--- src/common/core_isa_pkg.sv ---
`default_nettype none

package core_isa_pkg;

    localparam int xlen          = 32;
    localparam int reg_idx_width = 5;

    // Major opcodes of the supported subset
    localparam logic [6:0] opcode_op     = 7'b0110011;
    localparam logic [6:0] opcode_op_imm = 7'b0010011;
    localparam logic [6:0] opcode_load   = 7'b0000011;
    localparam logic [6:0] opcode_store  = 7'b0100011;

    localparam logic [2:0] funct3_add_sub = 3'b000;
    localparam logic [2:0] funct3_xor     = 3'b100;
    localparam logic [2:0] funct3_or      = 3'b110;
    localparam logic [2:0] funct3_and     = 3'b111;
    localparam logic [2:0] funct3_mul     = 3'b000;
    // LW and SW
    localparam logic [2:0] funct3_word    = 3'b010;

    localparam logic [6:0] funct7_base   = 7'b0000000;
    localparam logic [6:0] funct7_sub    = 7'b0100000;
    localparam logic [6:0] funct7_muldiv = 7'b0000001;

endpackage

`default_nettype wire

--- src/common/core_uarch_pkg.sv ---
`default_nettype none

package core_uarch_pkg;

    localparam int rob_depth     = 8;
    localparam int rob_tag_width = 3;
    localparam int mul_stages    = 3;

    typedef logic [rob_tag_width-1:0] rob_tag_t;

    // Word bus shared by fetch and load/store
    typedef struct packed {
        logic                            read;
        logic                            write;
        logic [core_isa_pkg::xlen-1:0]   addr;
        logic [core_isa_pkg::xlen-1:0]   wdata;
    } mem_req_t;

    typedef struct packed {
        logic                            ready;
        logic [core_isa_pkg::xlen-1:0]   rdata;
    } mem_rsp_t;

    typedef struct packed {
        logic                                  valid;
        logic [core_isa_pkg::xlen-1:0]         pc;
        logic [core_isa_pkg::reg_idx_width-1:0] rd;
        logic                                  is_store;
    } alloc_t;

    typedef struct packed {
        logic                            valid;
        rob_tag_t                        tag;
        logic [core_isa_pkg::xlen-1:0]   value;
    } complete_t;

    typedef struct packed {
        logic                            valid;
        logic                            is_store;
        logic [core_isa_pkg::xlen-1:0]   addr;
        logic [core_isa_pkg::xlen-1:0]   wdata;
        rob_tag_t                        tag;
    } lsu_op_t;

    typedef struct packed {
        logic                            valid;
        logic [core_isa_pkg::xlen-1:0]   a;
        logic [core_isa_pkg::xlen-1:0]   b;
        rob_tag_t                        tag;
    } mul_op_t;

    typedef struct packed {
        logic                                  valid;
        logic [core_isa_pkg::xlen-1:0]         pc;
        logic [core_isa_pkg::reg_idx_width-1:0] rd;
        logic [core_isa_pkg::xlen-1:0]         value;
    } commit_t;

    typedef struct packed {
        logic [core_isa_pkg::reg_idx_width-1:0] rs;
    } bypass_query_t;

    typedef struct packed {
        logic                            hit;
        logic                            pending;
        logic [core_isa_pkg::xlen-1:0]   value;
    } bypass_result_t;

endpackage

`default_nettype wire

--- src/hdl/load_store_unit.sv ---
`timescale 1ns/10ps
`default_nettype none

module load_store_unit (
    input  wire                              clk,
    input  wire                              reset,
    input  wire core_uarch_pkg::lsu_op_t     lsu_op,
    output logic                             lsu_busy,
    output core_uarch_pkg::mem_req_t         mem_req,
    input  wire core_uarch_pkg::mem_rsp_t    mem_rsp,
    output core_uarch_pkg::complete_t        lsu_done
);

    core_uarch_pkg::lsu_op_t op_q;
    logic                    finish;

    // Valid of the latched op doubles as the busy flag
    assign lsu_busy = op_q.valid;
    assign finish   = op_q.valid && mem_rsp.ready;

    always_comb begin
        mem_req.read  = op_q.valid && !op_q.is_store;
        mem_req.write = op_q.valid && op_q.is_store;
        mem_req.addr  = op_q.addr;
        mem_req.wdata = op_q.wdata;
    end

    always_ff @(posedge clk) begin
        if (reset) begin
            op_q.valid <= 1'b0;
        end else if (!op_q.valid && lsu_op.valid) begin
            op_q <= lsu_op;
        end else if (finish) begin
            op_q.valid <= 1'b0;
        end
    end

    always_ff @(posedge clk) begin
        lsu_done.tag   <= op_q.tag;
        lsu_done.value <= op_q.is_store ? '0 : mem_rsp.rdata;
        if (reset) begin
            lsu_done.valid <= 1'b0;
        end else begin
            lsu_done.valid <= finish;
        end
    end

endmodule

`default_nettype wire

--- config.mk ---
export PLATFORM = sky130hd
export DESIGN_NAME = load_store_unit
export DESIGN_NICKNAME = d
export VERILOG_FILES = /design/src/common/core_isa_pkg.sv /design/src/common/core_uarch_pkg.sv /design/src/hdl/load_store_unit.sv
export SDC_FILE = /design/constraint.sdc
export NUM_CORES = 1
export LEC_CHECK = 0
export ABC_AREA = 1
export BUFFER_PORTS_ARGS = -buffer_cell sky130_fd_sc_hd__buf_4
export CAP_MARGIN = 25
export CORE_UTILIZATION = 39
export DETAILED_ROUTE_END_ITERATION = 12
export MAX_ROUTING_LAYER = met4
export PLACE_DENSITY = 0.75
export SLEW_MARGIN = 20
export SYNTH_ARGS = -nofsm -noshare
export SYNTH_HDL_FRONTEND = slang
export SYNTH_SLANG_ARGS = --single-unit
export TNS_END_PERCENT = 50
--- constraint.sdc ---
create_clock -name clk -period 3.8 [get_ports clk]
set_input_delay 0.38 -clock clk [delete_from_list [all_inputs] [get_ports clk]]
set_output_delay 0.38 -clock clk [all_outputs]
set_load 0.05 [all_outputs]
After elaboration in Yosys (flattened, before gate mapping):

Index checks and enable logic that the tools add are counted.

* bits of input ports: 104
* register bits after elaboration: 105

* reduce and logical (&&, ||, !) cells: 8
* bitwise gates (word level): 1
* mux-type cells: 2

Operators with widths (count)
* 1-bit logical AND: 4
* 1-bit zero test: 2
* 1-bit two-way mux: 2
* 2-bit AND reduction: 1
* 2-bit nonzero test: 1
* 1-bit inverter: 1

Depth between registers and ports, before layout:

Gate-level depths: netlist of the first run.

* depth after elaboration: 3
* depth in mapped cells: 3
* mapped depth without buffers: 3

Least setup slack after synthesis of the first run:

No wires, ideal clock.

* path kind: reg-to-reg
* start point: reg op_q (netlist bit lsu_busy)
* end point: reg op_q (netlist bit mem_req[0]) (enable)
* library setup time: 0.495 ns
* slack: -0.231 ns
* required time: 3.305 ns
* cell stages (with the launch flop): 4
* path buffers: 0
* arrival time: 3.536 ns
* clock period less this slack: 4.031 ns
* path through: dfxtp_1 > inv_1 > nand2_1 > nor2_1

* cells in the longest elaborated chain, start to end: 3

Ends and longest elaborated chain
* from (decl): line load_store_unit.sv:14 `core_uarch_pkg::lsu_op_t op_q;`
* from (signal assigned): line load_store_unit.sv:32 `op_q <= lsu_op;`
* 1-bit zero test: line load_store_unit.sv:31 `end else if (!op_q.valid && lsu_op.valid) begin`
* 1-bit logical AND: line load_store_unit.sv:31
* 2-bit AND reduction (no source line)

No other way between the ends.
A chain may end at the register's enable or synchronous reset.

==> flow_summary.toml, run 1 <==
[global_route]
grt_start_max_net_pins = 69
grt_overflow = 0
grt_pass1_wl_mm = 10.4
antenna_found_initial = 0
grt_use_total = 0.148
grt_pass1_vias = 2133

[clock_network]
postCtsHoldBufs = 0
cts_htree_levels = 3
clock_latency_ns = 0.34
post_cts_buffers = 0
cts.sinks = 105
clk_path_buf_depth = 2
path_clk_slew_ns = 0.10
cts_tree = "done"
cts.root.buffer_cell = "clkbuf_8"
numCtsBuffers = 9
cts_resized = 0

[worst_setup_path]
critPathRequiredTime_ns = 3.42
startpoint_type = "flop"
cp_max_fo = 25
arrival_ns = 1.52
cpPeakStageDelay_ns = 0.52
cp_slowest_cell = "edfxtp_1"
worst_setup_path_end_kind = "output port"
cp_common_cell = "buf_4"
cp_cell_sequence = "buf_4 > nand2_1 > inv_1 > buf_4"
worstSetupPathType = "flop to output port"

[layout]
n_antenna_cell = 0
area_growth_pct = 37.3
fill_cells = 750
final_cells = 513
ff_latch_area_mm2 = 0.00278
layout.nets = 504
multi_input_area_um2 = 166
drive_gt1_frac = 0.553

[die]
initial_core_util = 0.409
ios = 207
die_area_mm2 = 0.00961
die-width_um = 98.1
core_area_mm2 = 0.00881
rows = 34
fp.dieH_um = 98.1

[sta]
fin_crit_sh = 0.501
slew_headroom = 0.436
setup_ws_ns = 1.90
min_period_ns = 1.90
fin_tns_setup_ns = 0
hold_viol_final = 0
rsz0062_at_grt = "false"
finClkSkew_ns = 0.00667
worstMarginPinSlew_ns = 0.846
max_freq_mhz = 525
setup_viol = 0
drv_slew = 0

[logic_synthesis]
synthTopCellsByArea = "edfxtp_1, dfxtp_1, buf_4"
synth_area_mm2 = 0.00360
synth_cell_type_count = 8
ys.warnings.count = 0
yosysTopAreaCell = "edfxtp_1"
syn_nets = 353
avgSynthCellArea_um2 = 14.5
yosysSeqAreaShare = 0.773
syn_inst = 249
ys_ff_latch = 105
synth_top_area_frac = 0.567

[run_status]
violations = "DRC"
status = "finished, violations left"

[routing]
finalWirelength_mm = 6.80
firstDrtPassIters = 9
vias = 2085
route.detailed.drc = 15
wl_per_cell_um = 13.2
ant_nets = 0
vias_per_cell = 4.06
drt-initial-drc-count = 56

[flow_run]
cap_viol_max_count = 0

[placed_design]
place_ws_ns = 2.09
io_buffers = 206
routabilityCongestion = 0.800
dp.cells = 497
hpwl_mm = 5.19

[min_path]
hp-class = "input port to flop"

[power_and_ir_drop]
cellLeakagePower_nw = 2.29
vdd_ir_drop_max_mv = 0.238
powerDensity_mw_per_mm2 = 450
## per-stage QoR
stage | power [mW] | instance area (µm²) | hold WS, ns | util
after floorplan | 1.54 | 3600 | 0.323 | -
after global placement | 1.66 | 4780 | 0.325 | 0.542
after detailed placement | 1.66 | 4780 | 0.330 | 0.542
after CTS | 2.26 | 4940 | 0.178 | 0.561
after global routing | 2.32 | 4940 | 0.163 | 0.561
final | 2.22 | 4940 | 0.203 | 0.561
## kinds of logic (layout without fill, tap and decap cells)
kind of cell	after synthesis	count (layout)	synth area share
DFF	105	105	0.773
and+or+nand+nor	41	41	0.0442
buffers and inverters	103	259	0.183
## power breakdown
group / switching (mW) / total, mW / leakage, nW / internal [mW]
logic: 0.221 / 0.350 / 1.28 / 0.130
clock network: 0.350 / 0.589 / 0.0688 / 0.239
registers: 0.0142 / 1.28 / 0.939 / 1.27
total: 0.585 / 2.22 / 2.29 / 1.64
## sequential cells by signal, summed over array words and instances, names as in the netlist
register / count
mem_req: 64
op_q: 4
lsu_done: 36
lsu_busy: 1
## worst max-delay path, delay by kind of cell, from the launching register on
kind	cells	cell delay, ns
buf+inv	3	0.58
flops	1	0.52
simple gates	1	0.09
## cells in the mapped netlist
library cell	instances
buf_4	64
edfxtp_1	68
nor2_1	35
inv_1	35
nand2_1	4
buf_6	4
nor2_2	2
dfxtp_1	37
## final timing paths
check | startpoint | to | slack, ns | cells after the start
worst max-delay path | op_q[67] | mem_req[64] | 1.90 | 4
worst min-delay path | lsu_op[30] | mem_req[27] | 0.20 | 1
worst max register to register | lsu_busy | mem_req[22] | 2.12 | 4
worst min register to register | op_q[0] | lsu_done[32] | 0.35 | 0
## cell usage in the layout (no fill, tap or decap)
| cell type | netlist | routed |
|---|---|---|
| clkbuf_8 | 0 | 9 |
| buf_4 | 64 | 208 |
| nand2_1 | 4 | 4 |
| nor2_1 | 35 | 34 |
| nor2_4 | 0 | 1 |
| clkinvlp_4 | 0 | 4 |
| edfxtp_1 | 68 | 68 |
| nor2_2 | 2 | 2 |
| inv_1 | 35 | 35 |
| dfxtp_1 | 37 | 37 |
| clkbuf_1 | 0 | 3 |
## final cells by class
type                       instances  area share
sequential                       105       0.563
tap                              108      0.0273
timing repair buffer             208       0.316
clock inverter                     4     0.00608
multi-input combinational         41      0.0337
clock buffer                      12      0.0273
inverter                          35      0.0266
## per-layer routing
layer | vias to the layer above | wire length (µm) | GRT usage | share of wire
met5 | - | 0 | - | 0
met4 | 0 | 70 | 0.0420 | 0.010
met3 | 6 | 786 | 0.0630 | 0.12
met2 | 128 | 3410 | 0.242 | 0.50
met1 | 933 | 2530 | 0.164 | 0.37
li1 | 1018 | - | - | -
Note: power is estimated with default switching activity, not from simulation.
==> run 2: changes to the inputs <==
Settings changed: ABC_AREA 1 to 0, CORE_UTILIZATION 39 to 43, PLACE_DENSITY 0.75 to 0.79.
Clock period 3.8 ns to 1.8 ns, I/O delays scaled along.
==> run 2 against run 1 <==
The flow now finishes without violations. Routed wire length grew 13%. Utilization up 15 points. Total power rose by 120%. Die area fell by 11%. Via count is 7.4% higher. Area after synthesis fell by 2.2%. Critical endpoint is now mem_req[0]. Largest cell class unchanged.
==> flow_summary.toml, run 2 <==
[run_status]
status = "complete, no violations"

[routing]
firstDrtPassIters = 4
finalWirelength_mm = 7.68
wl_per_cell_um = 14.4
vias_per_cell = 4.19
ant_nets = 0
drt-initial-drc-count = 81
route.detailed.drc = 0
vias = 2239

[global_route]
grt_use_total = 0.182
antenna_found_initial = 0
grt_pass1_vias = 2311
grt_overflow = 0
grt_start_max_net_pins = 69
grt_pass1_wl_mm = 11.0

[clock_network]
post_cts_buffers = 0
cts_tree = "done"
cts.root.buffer_cell = "clkbuf_8"
cts.sinks = 105
clk_path_buf_depth = 2
cts_resized = 0
cts_htree_levels = 3
path_clk_slew_ns = 0.09
clock_latency_ns = 0.35
numCtsBuffers = 9

[placed_design]
post_dp_cell_area_mm2 = 0.00474
routabilityCongestion = 0.728
place_ws_ns = 0.535
io_buffers = 206

[worst_setup_path]
arrival_ns = 1.47
critPathRequiredTime_ns = 1.81
r2r_slack_ns = 0.50
startpoint_type = "input port"
reg2regPathDepth = 2
worstSetupPathType = "input port to flop"
cp_max_fo = 68
r2r_start = "lsu_busy"
worst_setup_path_end_kind = "flop"
timing.rr.end = "mem_req[0]"

[min_path]
min_from = "lsu_op[62]"
whs_path_depth = 1
hp-class = "input port to flop"
hold_end = "mem_req[59]"

[logic_synthesis]
yosys-top-cells-count = "edfxtp_1, buf_4, dfxtp_1, nor2b_1"
async_reset_ff_frac = 0
synth_top_area_frac = 0.580
synth_edf_count = 68
ys_ff_latch = 105
syn_nets = 315
avgSynthCellArea_um2 = 16.7
synthFlopType = "edfxtp_1"
ys.warnings.count = 0
synth_area_mm2 = 0.00352
yosysSeqAreaShare = 0.790
synthTopCellsByArea = "edfxtp_1, dfxtp_1, buf_4"
yosysTopAreaCell = "edfxtp_1"
synth_cell_type_count = 10
yosysMostFrequentCell = "edfxtp_1"
syn_inst = 211

[sta]
hold_viol_final = 0
fin_crit_sh = 0.810
drv_slew = 0
max_freq_mhz = 686
min_period_ns = 1.46
setup_viol = 0
fin_tns_setup_ns = 0
worstMarginPinSlew_ns = 0.365
rsz0062_at_grt = "false"
setup_ws_ns = 0.342
slew_headroom = 0.757
finClkSkew_ns = 0.0126

[layout]
drive_gt1_frac = 0.523
final_common_cell = "buf_4"
utilization = 0.712
largest_register_ffs = 64
fill_cells = 496
area_growth_pct = 57.9
layout.nets = 531
design_area_mm2 = 0.00556
n_antenna_cell = 0
final_cell_mix = "buf_4, edfxtp_1, dlygate4sd3_1, dfxtp_1, nor2b_1"

[power_and_ir_drop]
total_power_mw = 4.86
cellLeakagePower_nw = 2.40
powerDensity_mw_per_mm2 = 875
vdd_ir_drop_max_mv = 0.491

[die]
core_area_mm2 = 0.00781
die_area_mm2 = 0.00855
fp.dieH_um = 92.5
initial_core_util = 0.451
ios = 207
die-width_um = 92.5
rows = 32

[flow_run]
cap_viol_max_count = 0
run 2: cell types whose count changed after synthesis:
cell,change
inv_1,-35
nor2_2,-2
buf_6,-4
and2b_1,+1
buf_4,+1
nor2_1,-33
nand2_1,-3
nor3b_1,+2
nor2b_1,+32
buf_2,+2
and2_1,+1
run 2: layout make-up:
class | count | area [µm²] | share of cell area
clock inverters | 7 | 55.1 | 0.00990
clock buffers | 9 | 124 | 0.0223
flip-flops and latches | 105 | 2790 | 0.501
repair buffers | 272 | 2210 | 0.398
well taps | 102 | 128 | 0.0230
multi-input cells | 39 | 251 | 0.0452
run 2: report_power, final:
part | switching (mW) | total, mW | internal (mW)
Clock | 0.782 | 1.30 | 0.518
Sequential | 0.0314 | 2.71 | 2.68
Combinational | 0.482 | 0.855 | 0.374
run 2: through the flow:
stage	std cells	hold WS, ns
after global placement	454	0.325
final	534	0.0179
after detailed placement	454	0.333
after CTS	532	0.000820
after global routing	534	0.000115
after floorplan	211	0.246
run 2: worst max path at each step:
stage,cells after the start,end,from
final,4,mem_req[0],reset
after global routing,4,mem_req[0],reset
after CTS,4,mem_req[37],reset
after detailed placement,2,mem_req[2],lsu_busy
after global placement,2,mem_req[8],lsu_busy
after floorplan,1,mem_req[0],lsu_busy
run 2: routing by layer:
layer | global-route usage | vias up | share of wire
met5 | - | - | 0
met4 | 0.0716 | 0 | 0.017
met3 | 0.0378 | 11 | 0.083
met2 | 0.352 | 133 | 0.56
met1 | 0.174 | 1022 | 0.34
li1 | - | 1073 | -
run 2: cell families after synthesis:
kind of cell	after synthesis	share of synthesized area
buf+inv	67	0.141
flops	105	0.790
simple gates	39	0.0682
run 2: timing repair:
| action | CTS | global route |
|---|---|---|
| endpoints found under the setup margin | 0 | 0 |
| hold buffers | 62 | 2 |
| endpoints found under the hold margin | 63 | 2 |
run 2: critical path, stage by stage:
cell and delay, ns:
dlygate4sd3_1 0.54, buf_4 0.15, nor3b_4 0.22, buf_12 0.33
==> run 3: changes to the inputs <==
Settings changed: CORE_UTILIZATION 43 to 39, PLACE_DENSITY 0.79 to 0.76.
Clock period 1.8 ns to 1.2 ns, I/O delays scaled along.
==> run 3 against run 2 <==
The run now fails in clock tree synthesis (4_1_cts). Area after synthesis unchanged. Synthesized cell count stayed put.
==> flow_summary.toml, run 3 <==
[run_status]
status = "stopped before the end"
error = "[ERROR RSZ-0060] Max buffer count reached."
haltStage = "clock tree synthesis (4_1_cts)"

[clock_network]
numCtsBuffers = 9
post_cts_buffers = 8
cts_htree_levels = 3
cts_resized = 10
cts.root.buffer_cell = "clkbuf_8"
cts.sinks = 105
clk_path_buf_depth = 2
postCtsHoldBufs = 101

[die]
die-width_um = 97.0
initial_core_util = 0.404
rows = 34
ios = 207
fp.dieH_um = 97.0

[logic_synthesis]
ys_ff_latch = 105
synth_top_area_frac = 0.580
ys.warnings.count = 0
syn_nets = 315
yosysTopAreaCell = "edfxtp_1"
yosysSeqAreaShare = 0.790
yosysMostFrequentCell = "edfxtp_1"
synth_cell_type_count = 10
synthTopCellsByArea = "edfxtp_1, dfxtp_1, buf_4"
syn_inst = 211
avgSynthCellArea_um2 = 16.7
synth_edf_count = 68
async_reset_ff_frac = 0
synth_area_mm2 = 0.00352
synthFlopType = "edfxtp_1"
yosys-top-cells-count = "edfxtp_1, buf_4, dfxtp_1, nor2b_1"

[placed_design]
post_dp_cell_area_mm2 = 0.00478
io_buffers = 206
hpwl_mm = 5.02
routabilityCongestion = 0.742
==> run 3: cell counts after synthesis <==
No cell type changed its count.
==> run 3: cells by family after synthesis <==
group / synth area share
DFF: 0.790
buffers and inverters: 0.141
and+or+nand+nor: 0.0682
==> run 3: per-stage QoR <==
step           setup WS (ns)  cells  hold slack (ns)
2_1_floorplan          -1.41    211            0.186
3_3_place_gp         -0.0169    463            0.298
3_5_place_dp         -0.0382    463            0.299
==> run 4: changes to the inputs <==
Settings changed: CORE_UTILIZATION 39 to 40, MAX_ROUTING_LAYER met4 to not set, PLACE_DENSITY 0.76 to not set, PLACE_DENSITY_LB_ADDON set to 0.15.
Clock period 1.2 ns to 1.6 ns, I/O delays scaled along.
==> run 4 against run 3 <==
The run now ends clean.
==> flow_summary.toml, run 4 (synthesis results as in run 2) <==
[routing]
finalWirelength_mm = 7.82
firstDrtPassIters = 4
vias = 2287
ant_nets = 0
vias_per_cell = 4.14
wl_per_cell_um = 14.2
route.detailed.drc = 0
drt-initial-drc-count = 33

[layout]
n_antenna_cell = 0
final_cells = 552
multi_input_area_um2 = 251
design_area_mm2 = 0.00573
final_cell_mix = "buf_4, dlygate4sd3_1, edfxtp_1, dfxtp_1, nor2b_1"
largest_register_ffs = 64
final_common_cell = "buf_4"
area_growth_pct = 62.6
ff_latch_area_mm2 = 0.00279
fill_cells = 591
drive_gt1_frac = 0.506
layout.nets = 546

[worst_setup_path]
r2r_start = "lsu_busy"
worstSetupPathType = "input port to flop"
crit_start = "reset"
cp_max_fo = 38
worst_setup_path_end_kind = "flop"
startpoint_type = "input port"
critPathRequiredTime_ns = 1.63
arrival_ns = 1.45

[sta]
finClkSkew_ns = 0.00784
min_period_ns = 1.41
setup_viol = 0
rsz0062_at_grt = "false"
drv_slew = 0
fin_crit_sh = 0.883
fin_tns_setup_ns = 0
worstMarginPinSlew_ns = 0.303
slew_headroom = 0.798
max_freq_mhz = 708
hold_viol_final = 0

[global_route]
grt_busiest_layer = "met2"
grt_pass1_vias = 2324
grt_pass1_wl_mm = 11.0
grt_start_max_net_pins = 39
grt_util_met3 = 0.0798
antenna_found_initial = 0
grt_use_total = 0.167
grt_use_met1 = 0.163
grt_overflow = 0
use_met2 = 0.301

[die]
die_area_mm2 = 0.00918
core_area_mm2 = 0.00838
rows = 33
fp.dieH_um = 95.8
initial_core_util = 0.420
die-width_um = 95.8
ios = 207

[min_path]
hp-class = "input port to flop"
min_from = "mem_rsp[22]"

[clock_network]
clock_latency_ns = 0.35
cts_htree_levels = 3
path_clk_slew_ns = 0.09
cts.root.buffer_cell = "clkbuf_8"
cts.sinks = 105
numCtsBuffers = 9
cts_tree = "done"
cts_resized = 0
clk_path_buf_depth = 2

[run_status]
status = "complete, no violations"

[power_and_ir_drop]
vdd_ir_drop_max_mv = 0.558
cellLeakagePower_nw = 2.48
powerDensity_mw_per_mm2 = 968

[placed_design]
dp.cells = 459
post_dp_cell_area_mm2 = 0.00477
routabilityCongestion = 0.716
io_buffers = 206

[flow_run]
cap_viol_max_count = 0
[run 4: final timing paths]
check | cells after the start | slack [ns] | end
max | 4 | 0.19 | mem_req[41]
min | 2 | 0.02 | lsu_done[22]
max reg2reg | 2 | 0.34 | mem_req[41]
min reg2reg | 0 | 0.35 | lsu_done[32]
[run 4: worst max-delay path, stage by stage]
cell,delay [ns]
dlygate4sd3_1,0.54
buf_4,0.15
nor3b_4,0.31
buf_12,0.27
[run 4: layout make-up]
type                    instances  area share
well taps                     105      0.0229
repair buffers                287       0.414
multi-input cells              39      0.0439
clock buffers                  14      0.0302
clock inverters                 2     0.00197
flip-flops and latches        105       0.487
[run 4: metal layers]
metal	vias to the layer above	routed length [µm]
met4	0	86
met1	1035	2750
met5	-	0
met2	141	4020
li1	1103	-
met3	8	965
[run 4: stage by stage]
stage	utilization	total power [mW]	hold slack (ns)	setup slack [ns]
detailed placement	0.569	3.95	0.332	0.346
CTS	0.683	5.61	0.00115	0.215
global route	0.683	5.76	0.00286	0.167
global placement	0.569	3.94	0.326	0.376
floorplan	-	3.64	0.226	-1.01
finish	0.683	5.54	0.0233	0.188
[run 4: what timing repair did]
item	CTS	global route
hold buffers	77	0
hold endpoints to repair	78	0
setup buffers	0	0
[run 4: report_power, final]
part	leakage, nW	internal (mW)	switching [mW]	total (mW)
clock network	0.0970	0.696	0.808	1.50
registers	0.940	3.01	0.0352	3.04
logic	1.44	0.448	0.547	0.995
total	2.48	4.15	1.39	5.54
