$ cat src/common/core_isa_pkg.sv
`default_nettype none

package core_isa_pkg;

    localparam int xlen          = 32;
    localparam int reg_idx_width = 5;

    // Major opcodes of the supported subset
    localparam logic [6:0] opcode_op     = 7'b0110011;
    localparam logic [6:0] opcode_op_imm = 7'b0010011;
    localparam logic [6:0] opcode_load   = 7'b0000011;
    localparam logic [6:0] opcode_store  = 7'b0100011;

    localparam logic [2:0] funct3_add_sub = 3'b000;
    localparam logic [2:0] funct3_xor     = 3'b100;
    localparam logic [2:0] funct3_or      = 3'b110;
    localparam logic [2:0] funct3_and     = 3'b111;
    localparam logic [2:0] funct3_mul     = 3'b000;
    // LW and SW
    localparam logic [2:0] funct3_word    = 3'b010;

    localparam logic [6:0] funct7_base   = 7'b0000000;
    localparam logic [6:0] funct7_sub    = 7'b0100000;
    localparam logic [6:0] funct7_muldiv = 7'b0000001;

endpackage

`default_nettype wire

$ cat src/common/core_uarch_pkg.sv
`default_nettype none

package core_uarch_pkg;

    localparam int rob_depth     = 8;
    localparam int rob_tag_width = 3;
    localparam int mul_stages    = 3;

    typedef logic [rob_tag_width-1:0] rob_tag_t;

    // Word bus shared by fetch and load/store
    typedef struct packed {
        logic                            read;
        logic                            write;
        logic [core_isa_pkg::xlen-1:0]   addr;
        logic [core_isa_pkg::xlen-1:0]   wdata;
    } mem_req_t;

    typedef struct packed {
        logic                            ready;
        logic [core_isa_pkg::xlen-1:0]   rdata;
    } mem_rsp_t;

    typedef struct packed {
        logic                                  valid;
        logic [core_isa_pkg::xlen-1:0]         pc;
        logic [core_isa_pkg::reg_idx_width-1:0] rd;
        logic                                  is_store;
    } alloc_t;

    typedef struct packed {
        logic                            valid;
        rob_tag_t                        tag;
        logic [core_isa_pkg::xlen-1:0]   value;
    } complete_t;

    typedef struct packed {
        logic                            valid;
        logic                            is_store;
        logic [core_isa_pkg::xlen-1:0]   addr;
        logic [core_isa_pkg::xlen-1:0]   wdata;
        rob_tag_t                        tag;
    } lsu_op_t;

    typedef struct packed {
        logic                            valid;
        logic [core_isa_pkg::xlen-1:0]   a;
        logic [core_isa_pkg::xlen-1:0]   b;
        rob_tag_t                        tag;
    } mul_op_t;

    typedef struct packed {
        logic                                  valid;
        logic [core_isa_pkg::xlen-1:0]         pc;
        logic [core_isa_pkg::reg_idx_width-1:0] rd;
        logic [core_isa_pkg::xlen-1:0]         value;
    } commit_t;

    typedef struct packed {
        logic [core_isa_pkg::reg_idx_width-1:0] rs;
    } bypass_query_t;

    typedef struct packed {
        logic                            hit;
        logic                            pending;
        logic [core_isa_pkg::xlen-1:0]   value;
    } bypass_result_t;

endpackage

`default_nettype wire

$ cat src/hdl/mul_pipe.sv
`timescale 1ns/10ps
`default_nettype none

module mul_pipe (
    input  wire                              clk,
    input  wire                              reset,
    input  wire core_uarch_pkg::mul_op_t     mul_op,
    output core_uarch_pkg::complete_t        mul_done
);

    core_uarch_pkg::complete_t stage_q [core_uarch_pkg::mul_stages];

    always_ff @(posedge clk) begin
        // Low word of the product enters the first stage
        stage_q[0].tag   <= mul_op.tag;
        stage_q[0].value <= mul_op.a * mul_op.b;
        for (int s = 1; s < core_uarch_pkg::mul_stages; s++) begin
            stage_q[s].tag   <= stage_q[s-1].tag;
            stage_q[s].value <= stage_q[s-1].value;
        end
        if (reset) begin
            for (int s = 0; s < core_uarch_pkg::mul_stages; s++) begin
                stage_q[s].valid <= 1'b0;
            end
        end else begin
            stage_q[0].valid <= mul_op.valid;
            for (int s = 1; s < core_uarch_pkg::mul_stages; s++) begin
                stage_q[s].valid <= stage_q[s-1].valid;
            end
        end
    end

    assign mul_done = stage_q[core_uarch_pkg::mul_stages-1];

endmodule

`default_nettype wire

$ cat config.mk
export PLATFORM = sky130hd
export DESIGN_NAME = mul_pipe
export DESIGN_NICKNAME = d
export VERILOG_FILES = /design/src/common/core_isa_pkg.sv /design/src/common/core_uarch_pkg.sv /design/src/hdl/mul_pipe.sv
export SDC_FILE = /design/constraint.sdc
export NUM_CORES = 1
export LEC_CHECK = 0
export ABC_AREA = 0
export BUFFER_PORTS_ARGS = -buffer_cell sky130_fd_sc_hd__buf_2
export CORE_AREA = 2 2 205 207
export DETAILED_ROUTE_END_ITERATION = 16
export DIE_AREA = 0 0 207 209
export PLACE_DENSITY_LB_ADDON = 0.25
export REMOVE_ABC_BUFFERS = 1
export SYNTH_ARGS = -nofsm -noshare
export SYNTH_HDL_FRONTEND = slang
export SYNTH_SLANG_ARGS = --single-unit
$ cat constraint.sdc
create_clock -name clk -period 21.3 [get_ports clk]
set_input_delay 0 -clock clk [delete_from_list [all_inputs] [get_ports clk]]
set_output_delay 0 -clock clk [all_outputs]
set_load 0.05 [all_outputs]
; ---- Yosys cells after proc, flatten, opt, wreduce, memory -nomap -nowiden
; Memories as Yosys holds them, arrays and structs flattened.
; Cells that the tools add are included.
[totals]
ff_bits = 0
mem_bits_rw = 108
input_bits = 70
memories = 1
[memory_table]
columns = name, words, width, read_ports, rd_ports_with_merged_regs, wr, line_no
row1 = stage_q, 3, 36, 3, 0, 3, mul_pipe.sv:11  ; core_uarch_pkg::complete_t stage_q [core_uarch_pkg::mul_stages];
[classes]
mul = 1
mux = 6
bitwise = 3
[op_table]
columns = operator, n
row1 = $mul 32x32->32, 1
row2 = $mux 1, 6
row3 = $or 1x1->1, 3

; ---- Longest topological paths before layout
; Gate-level depths: netlist (run 1).
[logic_depth]
depth_word = 3
mapped_depth = 27
mapped_depth_nobuf = 24

; ---- Worst setup path after synthesis (run 1)
; No wires, ideal clock.
[synth_path]
path_kind = input -> register
from = in mul_op[6] in the netlist's numbering
to = mem stage_q[0][31] in the netlist's numbering
t_arrival_ns = 6.558
required_ns = 21.179
slack_ns = 14.622
stages = 24
path_buffers = 3
cell_sequence = clkbuf_1 clkbuf_1 and2_1 fa_1 inv_1 fa_1 fa_1 fa_1 inv_1 fa_1 inv_1 fa_1 inv_1 fa_1 fa_1 ha_1 clkdlybuf4s18_1 a21oi_1 o21ai_0 o21bai_2 a2111o_1 a31o_1 o41a_1 xnor2_1
[synth_rtl]
columns = item, line_no
row1 = from (decl), mul_pipe.sv:7  ; input wire core_uarch_pkg::mul_op_t mul_op,
row2 = to (decl), mul_pipe.sv:11

==> results, run 1 <==
- The post-route antenna net violation count is 0.
- After layout, the minimum clock period comes to 6650 ps.
- In this run the count of I/O pins placed on the die edge is 106.
- The clock net sink count is 108.
- The critical path arrival is around 6900 ps.
- The commonest cells after synthesis are sky130_fd_sc_hd__fa_1 (408), sky130_fd_sc_hd__and2_1 (367), sky130_fd_sc_hd__inv_1 (357).
- The kind of critical path is primary input to register.
- No sink is reached through more buffers than the 2 on the longest clock path.
- The setup TNS is 0 ps.
- The dominant register cell in the synthesized netlist is sky130_fd_sc_hd__dfxtp_1.
- The area growth from synthesis to layout is 5.40%.
- sky130_fd_sc_hd__fa_1 is the most common cell in the netlist.
- The length of the first detailed-routing pass in iterations is 7.
- TritonCTS built the clock tree.
- The post-CTS setup buffer count is 0.
- Measured against its own limit, the worst slew margin works out to 45.6%.
- The buffer cell driving the clock tree root is sky130_fd_sc_hd__clkbuf_16.
- Of all cell types, the one taking the most synthesized area is sky130_fd_sc_hd__fa_1.
- The fill cell instance count of the final layout is ~4000.
- In this run, synthesis produced a sequential element count of 108.
- STA classifies the critical path startpoint as a primary input.
- The maximum fanout count along the critical path is 24.
- Entering global routing, the biggest net connects 33 pins.
- Setup repair after global routing left no endpoint under its margin.
- The residual DRC count is 0.
- The number of hold-repair buffers added at the cts stage is 5.
- The core footprint is 41300 µm².
- The overall routing resource usage is 21.8%.
- The share of the clock period used by the worst path after layout is between 30% and 40%.
- The synthesized area per cell is 9.79 µm².
- The path class of the lowest-slack min-delay path is primary input to register.
- The most critical setup path has its startpoint at mul_op[11].
- The die span in y is 209 µm.
- The starting density of the core is between 40% and 50%.
- The Yosys step of the flow raised 0 warnings.
- The kind of end point of the critical path is a register.
- Summing every instance area after synthesis gives 18200 µm².
- The layout net count is 2467.
- The half-perimeter wire length after placement is approximately 35 mm.
- At the pin with the least slew margin, the transition time is 816 ps.
- The final count of negative-setup-slack endpoints is 0.
- The initial DRC count is 668.
- By area the synthesized netlist is led by sky130_fd_sc_hd__fa_1 (45%), sky130_fd_sc_hd__and2_1 (13%), sky130_fd_sc_hd__dfxtp_1 (12%).
- The number of global-route vias before repair was 13300.
- The share of final-layout standard cells stronger than drive strength 1 is around 7%.
- The hold violation count in the final report is 0.
- The routability-driven placement congestion ratio is 0.847.
- The start of the worst register-to-register path is stage_q[0][35]$_SDFF_PP0_.
- Sequential elements use approximately an eighth of the synthesized area.
- After detailed routing, the total wire length is 44.7 mm.
- The run finished with clean final reports.
- The endpoint identified for the worst register-to-register timing path is stage_q[0][71]$_SDFF_PP0_.
- The max-slew violation count is 0.
- In the final routed layout, each cell accounts on average for 18.6 µm.
- The post-cts repair resize count is 0.
- Clock skew on the completed layout was measured at 6.52 ps.
- The flip-flop count of the largest register, all copies and words added is 108.
- Input and output buffers added on the ports amount to 105.
- The later-pin clock latency in the skew report is 370 ps.
- The worst endpoint required time is 21550 ps.
- The area share of the leading cell type in the synthesized netlist is between 40% and 50%.
- The clock-pin slew of the registers on the worst-case setup and hold paths is 80 ps.
- Of all flip-flops after synthesis, the portion carrying an async set or reset was 0%.
- The H-tree generated during clock tree synthesis spans 3 levels.
- The unique cell type count in the Yosys netlist is 46.
- Summing over every cut layer, the via total after detailed routing is around 12000.
- The first-pass GRT wire length is 73.1 mm.
- The horizontal extent of the die is 207 µm.
- The number of inserted diodes is 0.
- Yosys mapped a number of flops with a built-in enable equal to 0.
- For this run, the top clock speed supported by timing is 0.150 GHz.
- stage_q holds more flip-flops than any other register.
- Buffers inserted during clock tree synthesis total 9.
- The slack of the worst reg-to-reg path is 20790 ps.
- Synthesis produced a netlist whose cell count is about 1900.
- The largest registers in the layout are stage_q: 108 flops.
- In the routed layout, each cell is associated on average with a via count of 4.97.
- The end point of the critical path is stage_q[0][30]$_DFF_P_.
- Across the run, the number of max-cap violations was 0.
- The total die area is 43300 µm².
- The remaining global-route overflow is 0.
- The initial antenna violation count is 0.
- The number of cells on the worst reg-to-reg path is 1.
- The initialized floorplan defines 75 standard-cell rows.
-- per-stage QoR --
stage               utilization (%)  hold WS (ps)  instances  worst slack, ps  cell area, µm²
finish                         46.6           230       2410            14650           19200
floorplan                         -          27.7       1744            15140           17700
CTS                            46.6           225       2410            14640           19200
global route                   46.6           232       2410            14210           19200
detailed placement             45.7           104       2389            14230           18900
global placement               45.7           107       2389            14400           18900
-- cell usage in the layout, fill, tap and decap left out, types with 2 or more instances in the layout --
master and count:
sky130_fd_sc_hd__fa_1 408, sky130_fd_sc_hd__and2_1 367, sky130_fd_sc_hd__inv_1 357, sky130_fd_sc_hd__nand2_1 171
sky130_fd_sc_hd__ha_1 123, sky130_fd_sc_hd__dfxtp_1 108, sky130_fd_sc_hd__buf_2 105, sky130_fd_sc_hd__xnor2_1 70
sky130_fd_sc_hd__a21oi_1 21, sky130_fd_sc_hd__nor2_1 19, sky130_fd_sc_hd__o21ai_0 14, sky130_fd_sc_hd__xor2_1 13
sky130_fd_sc_hd__clkbuf_16 9, sky130_fd_sc_hd__nand3_1 6, sky130_fd_sc_hd__a21o_1 6, sky130_fd_sc_hd__nor3_1 6
sky130_fd_sc_hd__a211oi_1 5, sky130_fd_sc_hd__dlygate4sd3_1 5, sky130_fd_sc_hd__o211ai_1 4, sky130_fd_sc_hd__a31oi_1 4
sky130_fd_sc_hd__nor2b_1 4, sky130_fd_sc_hd__o21bai_1 3, sky130_fd_sc_hd__nand4_1 3, sky130_fd_sc_hd__and3_1 3
sky130_fd_sc_hd__o21a_1 3, sky130_fd_sc_hd__a2111o_1 3, sky130_fd_sc_hd__a21o_2 3, sky130_fd_sc_hd__clkinv_8 3
sky130_fd_sc_hd__nand3b_1 2, sky130_fd_sc_hd__inv_6 2
-- worst min path at each step --
stage | from | to | slack, ps | cells past startpoint
6_report | mul_op[3] | stage_q[0][0]$_DFF_P_ | 230 | 2
5_1_grt | mul_op[3] | stage_q[0][0]$_DFF_P_ | 230 | 2
4_1_cts | mul_op[3] | stage_q[0][0]$_DFF_P_ | 220 | 2
3_5_place_dp | mul_op[2] | stage_q[0][34]$_DFF_P_ | 100 | 1
3_3_place_gp | mul_op[2] | stage_q[0][34]$_DFF_P_ | 110 | 1
2_1_floorplan | mul_op[0] | stage_q[0][32]$_DFF_P_ | 30 | 0
-- metal layers --
layer | track usage [%] | share of wire (%) | up-vias
li1 | - | - | 5407
met1 | 29.2 | 45 | 6224
met2 | 36.8 | 49 | 292
met3 | 3.44 | 4.4 | 60
met4 | 5.79 | 2.2 | 0
met5 | 0 | 0 | -
-- worst max-delay path, stage by stage --
cell and delay (ps):
sky130_fd_sc_hd__buf_2 450, sky130_fd_sc_hd__nand2_1 170, sky130_fd_sc_hd__fa_1 440, sky130_fd_sc_hd__inv_1 80
sky130_fd_sc_hd__fa_1 450, sky130_fd_sc_hd__fa_1 520, sky130_fd_sc_hd__inv_1 50, sky130_fd_sc_hd__fa_1 490
sky130_fd_sc_hd__inv_1 60, sky130_fd_sc_hd__fa_1 490, sky130_fd_sc_hd__inv_1 50, sky130_fd_sc_hd__fa_1 530
sky130_fd_sc_hd__inv_1 50, sky130_fd_sc_hd__fa_1 490, sky130_fd_sc_hd__fa_1 420, sky130_fd_sc_hd__ha_1 430
sky130_fd_sc_hd__nand4_1 160, sky130_fd_sc_hd__nor3_1 290, sky130_fd_sc_hd__nand3_1 110, sky130_fd_sc_hd__o211ai_1 390
sky130_fd_sc_hd__o2111ai_1 210, sky130_fd_sc_hd__a31oi_1 250, sky130_fd_sc_hd__mux2i_1 210, sky130_fd_sc_hd__nand3_1 90
-- cell families after synthesis --
group,share of synthesized area [%]
multiplexers,0.0549
AND/OR/NAND/NOR,17.4
XOR/XNOR,3.98
AO/OA/AOI/OAI,2.94
flip-flops,11.9
buffers and inverters,10.6
adder cells (fa/ha/maj),53.2
-- layout make-up --
class                           count  area, µm²  area share [%]
Clock inverter                      7       91.3           0.475
Tap cell                          539        674            3.51
Multi-Input combinational cell   1279      14200            73.6
Sequential cell                   108       2160            11.2
Inverter                          357       1340            6.97
Clock buffer                        9        225            1.17
Timing Repair Buffer              111        583            3.03
Power of run 1 is left out: the tool's default activity adds up to more than one toggle a clock period on the data nets, which glitch-free logic cannot reach.
==> run 2: changes to the inputs <==
==> constraint.sdc (replaced) <==
create_clock -name clk -period 6.3 [get_ports clk]
set_input_delay 0 -clock clk [delete_from_list [all_inputs] [get_ports clk]]
set_output_delay 0 -clock clk [all_outputs]
set_load 0.05 [all_outputs]
==> run 2 against run 1 <==
  * Setup slack worse by 14000 ps
  * Cell area is 7.2% higher
  * Highest routed layer is now met5
  * Sequential share of layout area is 0.75 points lower
  * Worst hold slack worse by 160 ps
  * Critical path depth is 3 lower
  * Clock skew is 1.5 ps lower
  * Register-to-register slack worse by 15000 ps
  * Routed wire length is 4.4% higher
  * Non-clock buffer count is 151 higher
  * Die area stayed put
  * Via count is 3.4% higher
  * Core utilization is 3.4 points higher
==> results, run 2 (synthesis gave the netlist of run 1 again) <==
- The maximum fanout count along the critical path is 4 (-83%).
- The flow ran to the end, and the final reports show no timing, DRC or antenna violations.
- The routing layer with the top usage in global route is met2.
- The worst endpoint required time is 6550 ps (-15000 ps).
- The area growth from synthesis to layout is 13.0%.
- TritonCTS built the clock tree.
- The post-route antenna net violation count is 0 (unchanged).
- The detailed-route wire length is 46.7 mm (+4.4%).
- The first-pass GRT wire length is 74.9 mm (+2.5%).
- The die span in y is 209 µm (unchanged).
- Clock tree synthesis selected as its root buffer the cell sky130_fd_sc_hd__clkbuf_16.
- The pin count of the biggest net entering global routing is 23 (-30%).
- The measured slew at the worst slew-check pin came to 597 ps (-218 ps).
- The path class of the lowest-slack min-delay path is primary input to register.
- The max-cap violation count is 0 (unchanged).
- The worst register-to-register path ends at stage_q[0][71]$_SDFF_PP0_.
- The setup clock skew after layout is 5.06 ps (-1.46 ps).
- The top cell types in the final layout, fill and taps aside, are sky130_fd_sc_hd__fa_1 (401), sky130_fd_sc_hd__and2_1 (361), sky130_fd_sc_hd__inv_1 (355).
- The relative max-transition margin is 60.2% (+15 points).
- The starting density of the core is 44.2% (unchanged).
- The fraction of the core area covered by cells at the end of the flow was 49.9% (+3.4 points).
- The maximum clock path buffer count was 2 (unchanged).
- The number of port buffers is 105 (unchanged).
- The flip-flop count of the largest register, all copies and words added is 108 (unchanged).
- The overall routing resource usage is 22.5% (+0.74 points).
- The hold violation count in the final report is 0 (unchanged).
- The CTS buffer count is 9 (unchanged).
- The layout net count is 2618 (+6.1%).
- The remaining global-route overflow is 0 (unchanged).
- The initial antenna violation count was 2 (+2).
- The boundary pin count is 106 (unchanged).
- The mean routed wirelength per cell is 18.2 µm (-1.8%).
- The routability-driven placement congestion ratio is 0.922 (+8.9%).
- The number of global-route vias before repair came to 13600 (+2.1%).
- The initial DRC count is 587 (-12%).
- The post-detailed-route via-to-cell ratio is 4.84 (-2.7%).
- The number of standard-cell rows in the floorplan is 75 (unchanged).
- The worst path uses 97.2% of the clock period.
- The critical path arrival is 6380 ps (-520 ps).
- The residual DRC count is 0 (unchanged).
- The pre-CTS setup slack is -395 ps (-14620 ps).
- The total die area is 43300 µm² (unchanged).
- The final count of negative-setup-slack endpoints was 0 (unchanged).
- The highest clock rate is around 0.16 GHz.
- The met1 demand-to-capacity share in global routing is 30.9% (+1.7 points).
- The clock net sink count is 108 (unchanged).
- The launch point of the critical path is mul_op[51].
- The share of final-layout standard cells stronger than drive strength 1 is 15.2% (+8.2 points).
- The level count of the clock H-tree is 3 (unchanged).
- The half-perimeter wire length after placement is 40.5 mm (+15%).
- The later-pin clock latency in the skew report was 370 ps (about the same).
- The total via count in the routed design is 12400 (+3.4%).
- The kind of critical path is primary input to register.
- The core footprint came to 41300 µm² (unchanged).
- The horizontal extent of the die is 207 µm (unchanged).
- The largest registers in the layout are stage_q: 108 flops.
- The max-slew violation count is 0 (unchanged).
- The worst setup slack after layout is 175 ps (-14480 ps).
- The slack of the worst reg-to-reg path came to 5780 ps (-15010 ps).
- The clock-pin slew of the registers on the worst-case setup and hold paths is 90 ps (about the same).
- The worst register-to-register path begins at stage_q[0][35]$_SDFF_PP0_.
- The length of the first detailed-routing pass in iterations is 4 (-3).
- The end point of the critical path is stage_q[0][31]$_DFF_P_.
- The global-route track usage on met3 is 5.43% (+2.0 points).
- The top register by number of flip-flops is stage_q.
- Leaving out fill and tap cells, the most frequent cell in the layout is sky130_fd_sc_hd__fa_1.
- The worst setup path is captured at a register.
- The met2 track utilization from global routing came to 35.5% (-1.3 points).
- The worst setup path is launched from a primary input.
- The minimum period implied by the final worst setup slack is 6120 ps.
- The worst reg-to-reg path cell count is 1 (unchanged).
==> run 2: changes by cell type in the layout (fill, tap and decap cells not counted), moves of 6 or more <==
cell                     change
sky130_fd_sc_hd__and2_1      -6
sky130_fd_sc_hd__buf_4     +152
sky130_fd_sc_hd__and2_4      +6
sky130_fd_sc_hd__fa_2        +7
sky130_fd_sc_hd__buf_6       +6
sky130_fd_sc_hd__fa_1        -7
sky130_fd_sc_hd__buf_2      -14
==> run 2: how the worst min path moves through the flow <==
| stage | cells past startpoint | slack (ps) | endpoint | start |
|---|---|---|---|---|
| floorplan | 0 | 30 | stage_q[0][32]$_DFF_P_ | mul_op[0] |
| detailed placement | 1 | 100 | stage_q[0][33]$_DFF_P_ | mul_op[1] |
| finish | 2 | 70 | stage_q[0][0]$_DFF_P_ | mul_op[3] |
| CTS | 2 | 40 | stage_q[0][0]$_DFF_P_ | mul_op[3] |
| global placement | 1 | 110 | stage_q[0][33]$_DFF_P_ | mul_op[1] |
| global route | 2 | 60 | stage_q[0][0]$_DFF_P_ | mul_op[3] |
==> run 2: cell type report <==
type                            instances  area [µm²]
Antenna cell                            1        2.50
Clock buffer                            9         225
Clock inverter                          7        93.8
Fill cell                            3870       20700
Inverter                              357        1340
Multi-Input combinational cell       1279       14300
Sequential cell                       108        2160
Tap cell                              539         674
Timing Repair Buffer                  262        1800
==> run 2: worst max-delay path: stages <==
cell	delay, ps
sky130_fd_sc_hd__buf_2	130
sky130_fd_sc_hd__buf_4	140
sky130_fd_sc_hd__and2_1	160
sky130_fd_sc_hd__fa_1	470
sky130_fd_sc_hd__inv_1	50
sky130_fd_sc_hd__fa_1	460
sky130_fd_sc_hd__fa_1	530
sky130_fd_sc_hd__fa_1	550
sky130_fd_sc_hd__inv_1	50
sky130_fd_sc_hd__fa_1	490
sky130_fd_sc_hd__fa_1	430
sky130_fd_sc_hd__fa_1	510
sky130_fd_sc_hd__fa_2	610
sky130_fd_sc_hd__ha_4	220
sky130_fd_sc_hd__a21o_1	160
sky130_fd_sc_hd__a21oi_2	180
sky130_fd_sc_hd__o21ai_1	120
sky130_fd_sc_hd__a2111o_1	430
sky130_fd_sc_hd__a31o_1	220
sky130_fd_sc_hd__o41a_1	330
sky130_fd_sc_hd__xnor2_1	140
==> run 2: timing repair <==
action / CTS / global route
buffers inserted: 0 / 3
pin swaps: 0 / 38
setup endpoints to repair: 1 / 5
endpoints found under the hold margin: 6 / 0
gates resized for setup: 1 / 62
hold buffers: 5 / 0
cloned: 0 / 0
==> run 2: routing by layer <==
layer  vias to the layer above  share of wire, %
li1                       5708                 -
met1                      6296                45
met2                       324                46
met3                        64               6.7
met4                         4               2.8
met5                         -             0.049
==> run 2: metrics by stage <==
stage | setup TNS (ps) | hold slack (ps) | area, µm² | instances
6_report | 0 | 73.9 | 20600 | 2562
5_1_grt | -108 | 60.8 | 20600 | 2561
4_1_cts | 0 | 44.2 | 20400 | 2558
3_5_place_dp | -1480 | 104 | 20000 | 2537
3_3_place_gp | -932 | 106 | 20000 | 2537
2_1_floorplan | 0 | 27.7 | 17700 | 1744
Power of run 2 is left out for the same reason.
==> run 3: changes to the inputs <==
--- a/config.mk
+++ b/config.mk
@@ -8,6 +8,7 @@
 export ABC_AREA = 0
 export BUFFER_PORTS_ARGS = -buffer_cell sky130_fd_sc_hd__buf_2
 export CORE_AREA = 2 2 205 207
+export CTS_BUF_LIST = sky130_fd_sc_hd__clkbuf_2
 export DETAILED_ROUTE_END_ITERATION = 16
 export DIE_AREA = 0 0 207 209
 export PLACE_DENSITY_LB_ADDON = 0.25
==> run 3 against run 2 <==
  * Cell count rose by 0.20%
  * Maximum frequency rose by 2.4%
  * Worst hold slack improved by 27 ps
  * Register-to-register slack got worse by 40 ps
  * Non-clock buffer count rose by 5
  * Core utilization fell by 0.83 points
  * Routed wire length fell by 0.88%
==> results, run 3 (synthesis gave the netlist of run 1 again) <==
- The flow ran to the end, and the final reports show no timing, DRC or antenna violations.
- The post-detailed-route via-to-cell ratio was 4.83 (about the same).
- The measured slew at the worst slew-check pin is 578 ps (-19.0 ps).
- The detailed-route wire length is 46.3 mm (-0.88%).
- The post-route antenna net violation count came to 0 (unchanged).
- The flip-flop count of the largest register, all copies and words added is 108 (unchanged).
- The minimum period implied by the final worst setup slack is 5980 ps (-144 ps).
- The clock net sink count is 108 (unchanged).
- The boundary pin count came to 106 (unchanged).
- The CTS buffer count is 9 (unchanged).
- The remaining global-route overflow is 0 (unchanged).
- The setup clock skew after layout is 20.2 ps (+15.1 ps).
- The clock-pin slew of the registers on the worst-case setup and hold paths is 340 ps (+250 ps).
- The total die area was 43300 µm² (unchanged).
- The max-cap violation count is 0 (unchanged).
- The number of port buffers is 105 (unchanged).
- The design area is 20300 µm² (-1.7%).
- The length of the first detailed-routing pass in iterations is 4 (unchanged).
- The most frequent standard cell in the layout excluding fill and tap cells is sky130_fd_sc_hd__fa_1.
- The kind of critical path is primary input to register.
- The pin count of the biggest net entering global routing came to 23 (unchanged).
- The top register by number of flip-flops is stage_q.
- The number of standard-cell rows in the floorplan was 75 (unchanged).
- Leaving out fill and tap cells, the most frequent cells in the layout are sky130_fd_sc_hd__fa_1 (408), sky130_fd_sc_hd__and2_1 (367), sky130_fd_sc_hd__inv_1 (357).
- CTS placed an instance of sky130_fd_sc_hd__clkbuf_2 at the clock tree root.
- The highest clock rate came to 0.167 GHz (+2.4%).
- The hold violation count in the final report is 0 (unchanged).
- The post-CTS setup buffer count is 0 (unchanged).
- The max-slew violation count was 0 (unchanged).
- The maximum clock path buffer count is 2 (unchanged).
- The post-route worst hold slack was 101 ps (+26.9 ps).
- The first-pass GRT wire length came to 75.0 mm (+0.11%).
- The horizontal extent of the die is 207 µm (unchanged).
- The starting density of the core is 44.2% (unchanged).
- The level count of the clock H-tree is 3 (unchanged).
- The worst setup slack after layout is 319 ps (+144 ps).
- The mean routed wirelength per cell is 18.0 µm (-1.1%).
- The relative max-transition margin is 61.4% (+1.3 points).
- The TritonCTS clock tree is built.
- The half-perimeter wire length after placement was 40.5 mm (unchanged).
- The initial DRC count is 595 (+1.4%).
- The later-pin clock latency in the skew report is 670 ps (+300 ps).
- The number of global-route vias before repair came to 13600 (+0.20%).
- The share of final-layout standard cells stronger than drive strength 1 came to 13.8% (-1.4 points).
- The largest registers in the layout are stage_q: 108 flops.
- The routability-driven placement congestion ratio is 0.922 (unchanged).
- The area growth from synthesis to layout is 11.1%.
- The maximum fanout count along the critical path is 10 (+6).
- The layout net count is 2623 (+0.19%).
- The total via count in the routed design is 12400 (+0.12%).
- STA classifies the critical path endpoint as a register.
- The residual DRC count is 0 (unchanged).
- The path class of the lowest-slack min-delay path is primary input to register.
- The overall routing resource usage is 22.5% (about the same).
- The worst endpoint required time is 6920 ps (+370 ps).
- The cell area after placement came to 20000 µm² (unchanged).
- The die span in y is 209 µm (unchanged).
- Setup repair after global routing left no endpoint under its margin.
- The core footprint is 41300 µm² (unchanged).
- The final count of negative-setup-slack endpoints is 0 (unchanged).
- The pre-CTS setup slack is -395 ps (unchanged).
- The critical path arrival is 6600 ps (+220 ps).
- The initial antenna violation count came to 3 (+1).
- The share of the clock period used by the worst path after layout was 94.9% (-2.3 points).
- STA classifies the critical path startpoint as a primary input.
## run 3: changes by cell type in the layout (fill, tap and decap cells not counted), sizes merged
cell and change:
buf +2, clkbuf -5, dlygate4sd3 +8
## run 3: through the flow
step / utilization, % / TNS, ps / instances
finish: 49.1 / 0 / 2567
floorplan: - / 0 / 1744
global placement: 48.4 / -932 / 2537
global route: 49.1 / 0 / 2567
CTS: 49.1 / 0 / 2566
detailed placement: 48.4 / -1480 / 2537
## run 3: cell type report
cell class | count | area (µm²)
diodes | 1 | 2.50
clock buffers | 9 | 45.0
clock inverters | 7 | 93.8
fillers | 3919 | 21000
inverters | 357 | 1340
multi-input cells | 1279 | 14200
flip-flops and latches | 108 | 2160
well taps | 539 | 674
repair buffers | 267 | 1800
## run 3: path summary, 6_finish.rpt
path	slack [ps]	depth (start not counted)	endpoint	startpoint
worst max register to register	5740	1	stage_q[0][71]$_SDFF_PP0_	stage_q[0][35]$_SDFF_PP0_
worst min-delay path	100	4	stage_q[0][1]$_DFF_P_	mul_op[35]
worst max-delay path	320	22	stage_q[0][31]$_DFF_P_	mul_op[5]
worst min register to register	330	0	stage_q[0][94]$_DFF_P_	stage_q[0][58]$_DFF_P_
## run 3: what timing repair did
item / CTS / global route
hold buffers: 13 / 0
hold endpoints to repair: 9 / 0
resized for setup: 0 / 0
## run 3: layer usage
layer | vias to the layer above | global-route usage (%) | routed length (µm)
met4 | 4 | 6.72 | 1300
met2 | 307 | 35.5 | 21000
met5 | - | 0 | 23
met3 | 58 | 5.29 | 3050
li1 | 5722 | - | -
met1 | 6320 | 31.0 | 21000
## run 3: critical path, stage by stage
cell and delay (ps):
sky130_fd_sc_hd__buf_2 160, sky130_fd_sc_hd__and2_1 180, sky130_fd_sc_hd__fa_1 550, sky130_fd_sc_hd__inv_1 60
sky130_fd_sc_hd__fa_1 490, sky130_fd_sc_hd__fa_1 450, sky130_fd_sc_hd__fa_1 600, sky130_fd_sc_hd__inv_1 80
sky130_fd_sc_hd__fa_1 510, sky130_fd_sc_hd__inv_1 60, sky130_fd_sc_hd__fa_1 530, sky130_fd_sc_hd__inv_1 50
sky130_fd_sc_hd__fa_1 380, sky130_fd_sc_hd__fa_1 420, sky130_fd_sc_hd__ha_1 340, sky130_fd_sc_hd__a21o_1 170
sky130_fd_sc_hd__a21oi_1 260, sky130_fd_sc_hd__o21ai_0 170, sky130_fd_sc_hd__a2111o_1 440, sky130_fd_sc_hd__a31o_1 210
sky130_fd_sc_hd__o41a_1 330, sky130_fd_sc_hd__xnor2_1 150
Power of run 3 is left out for the same reason.
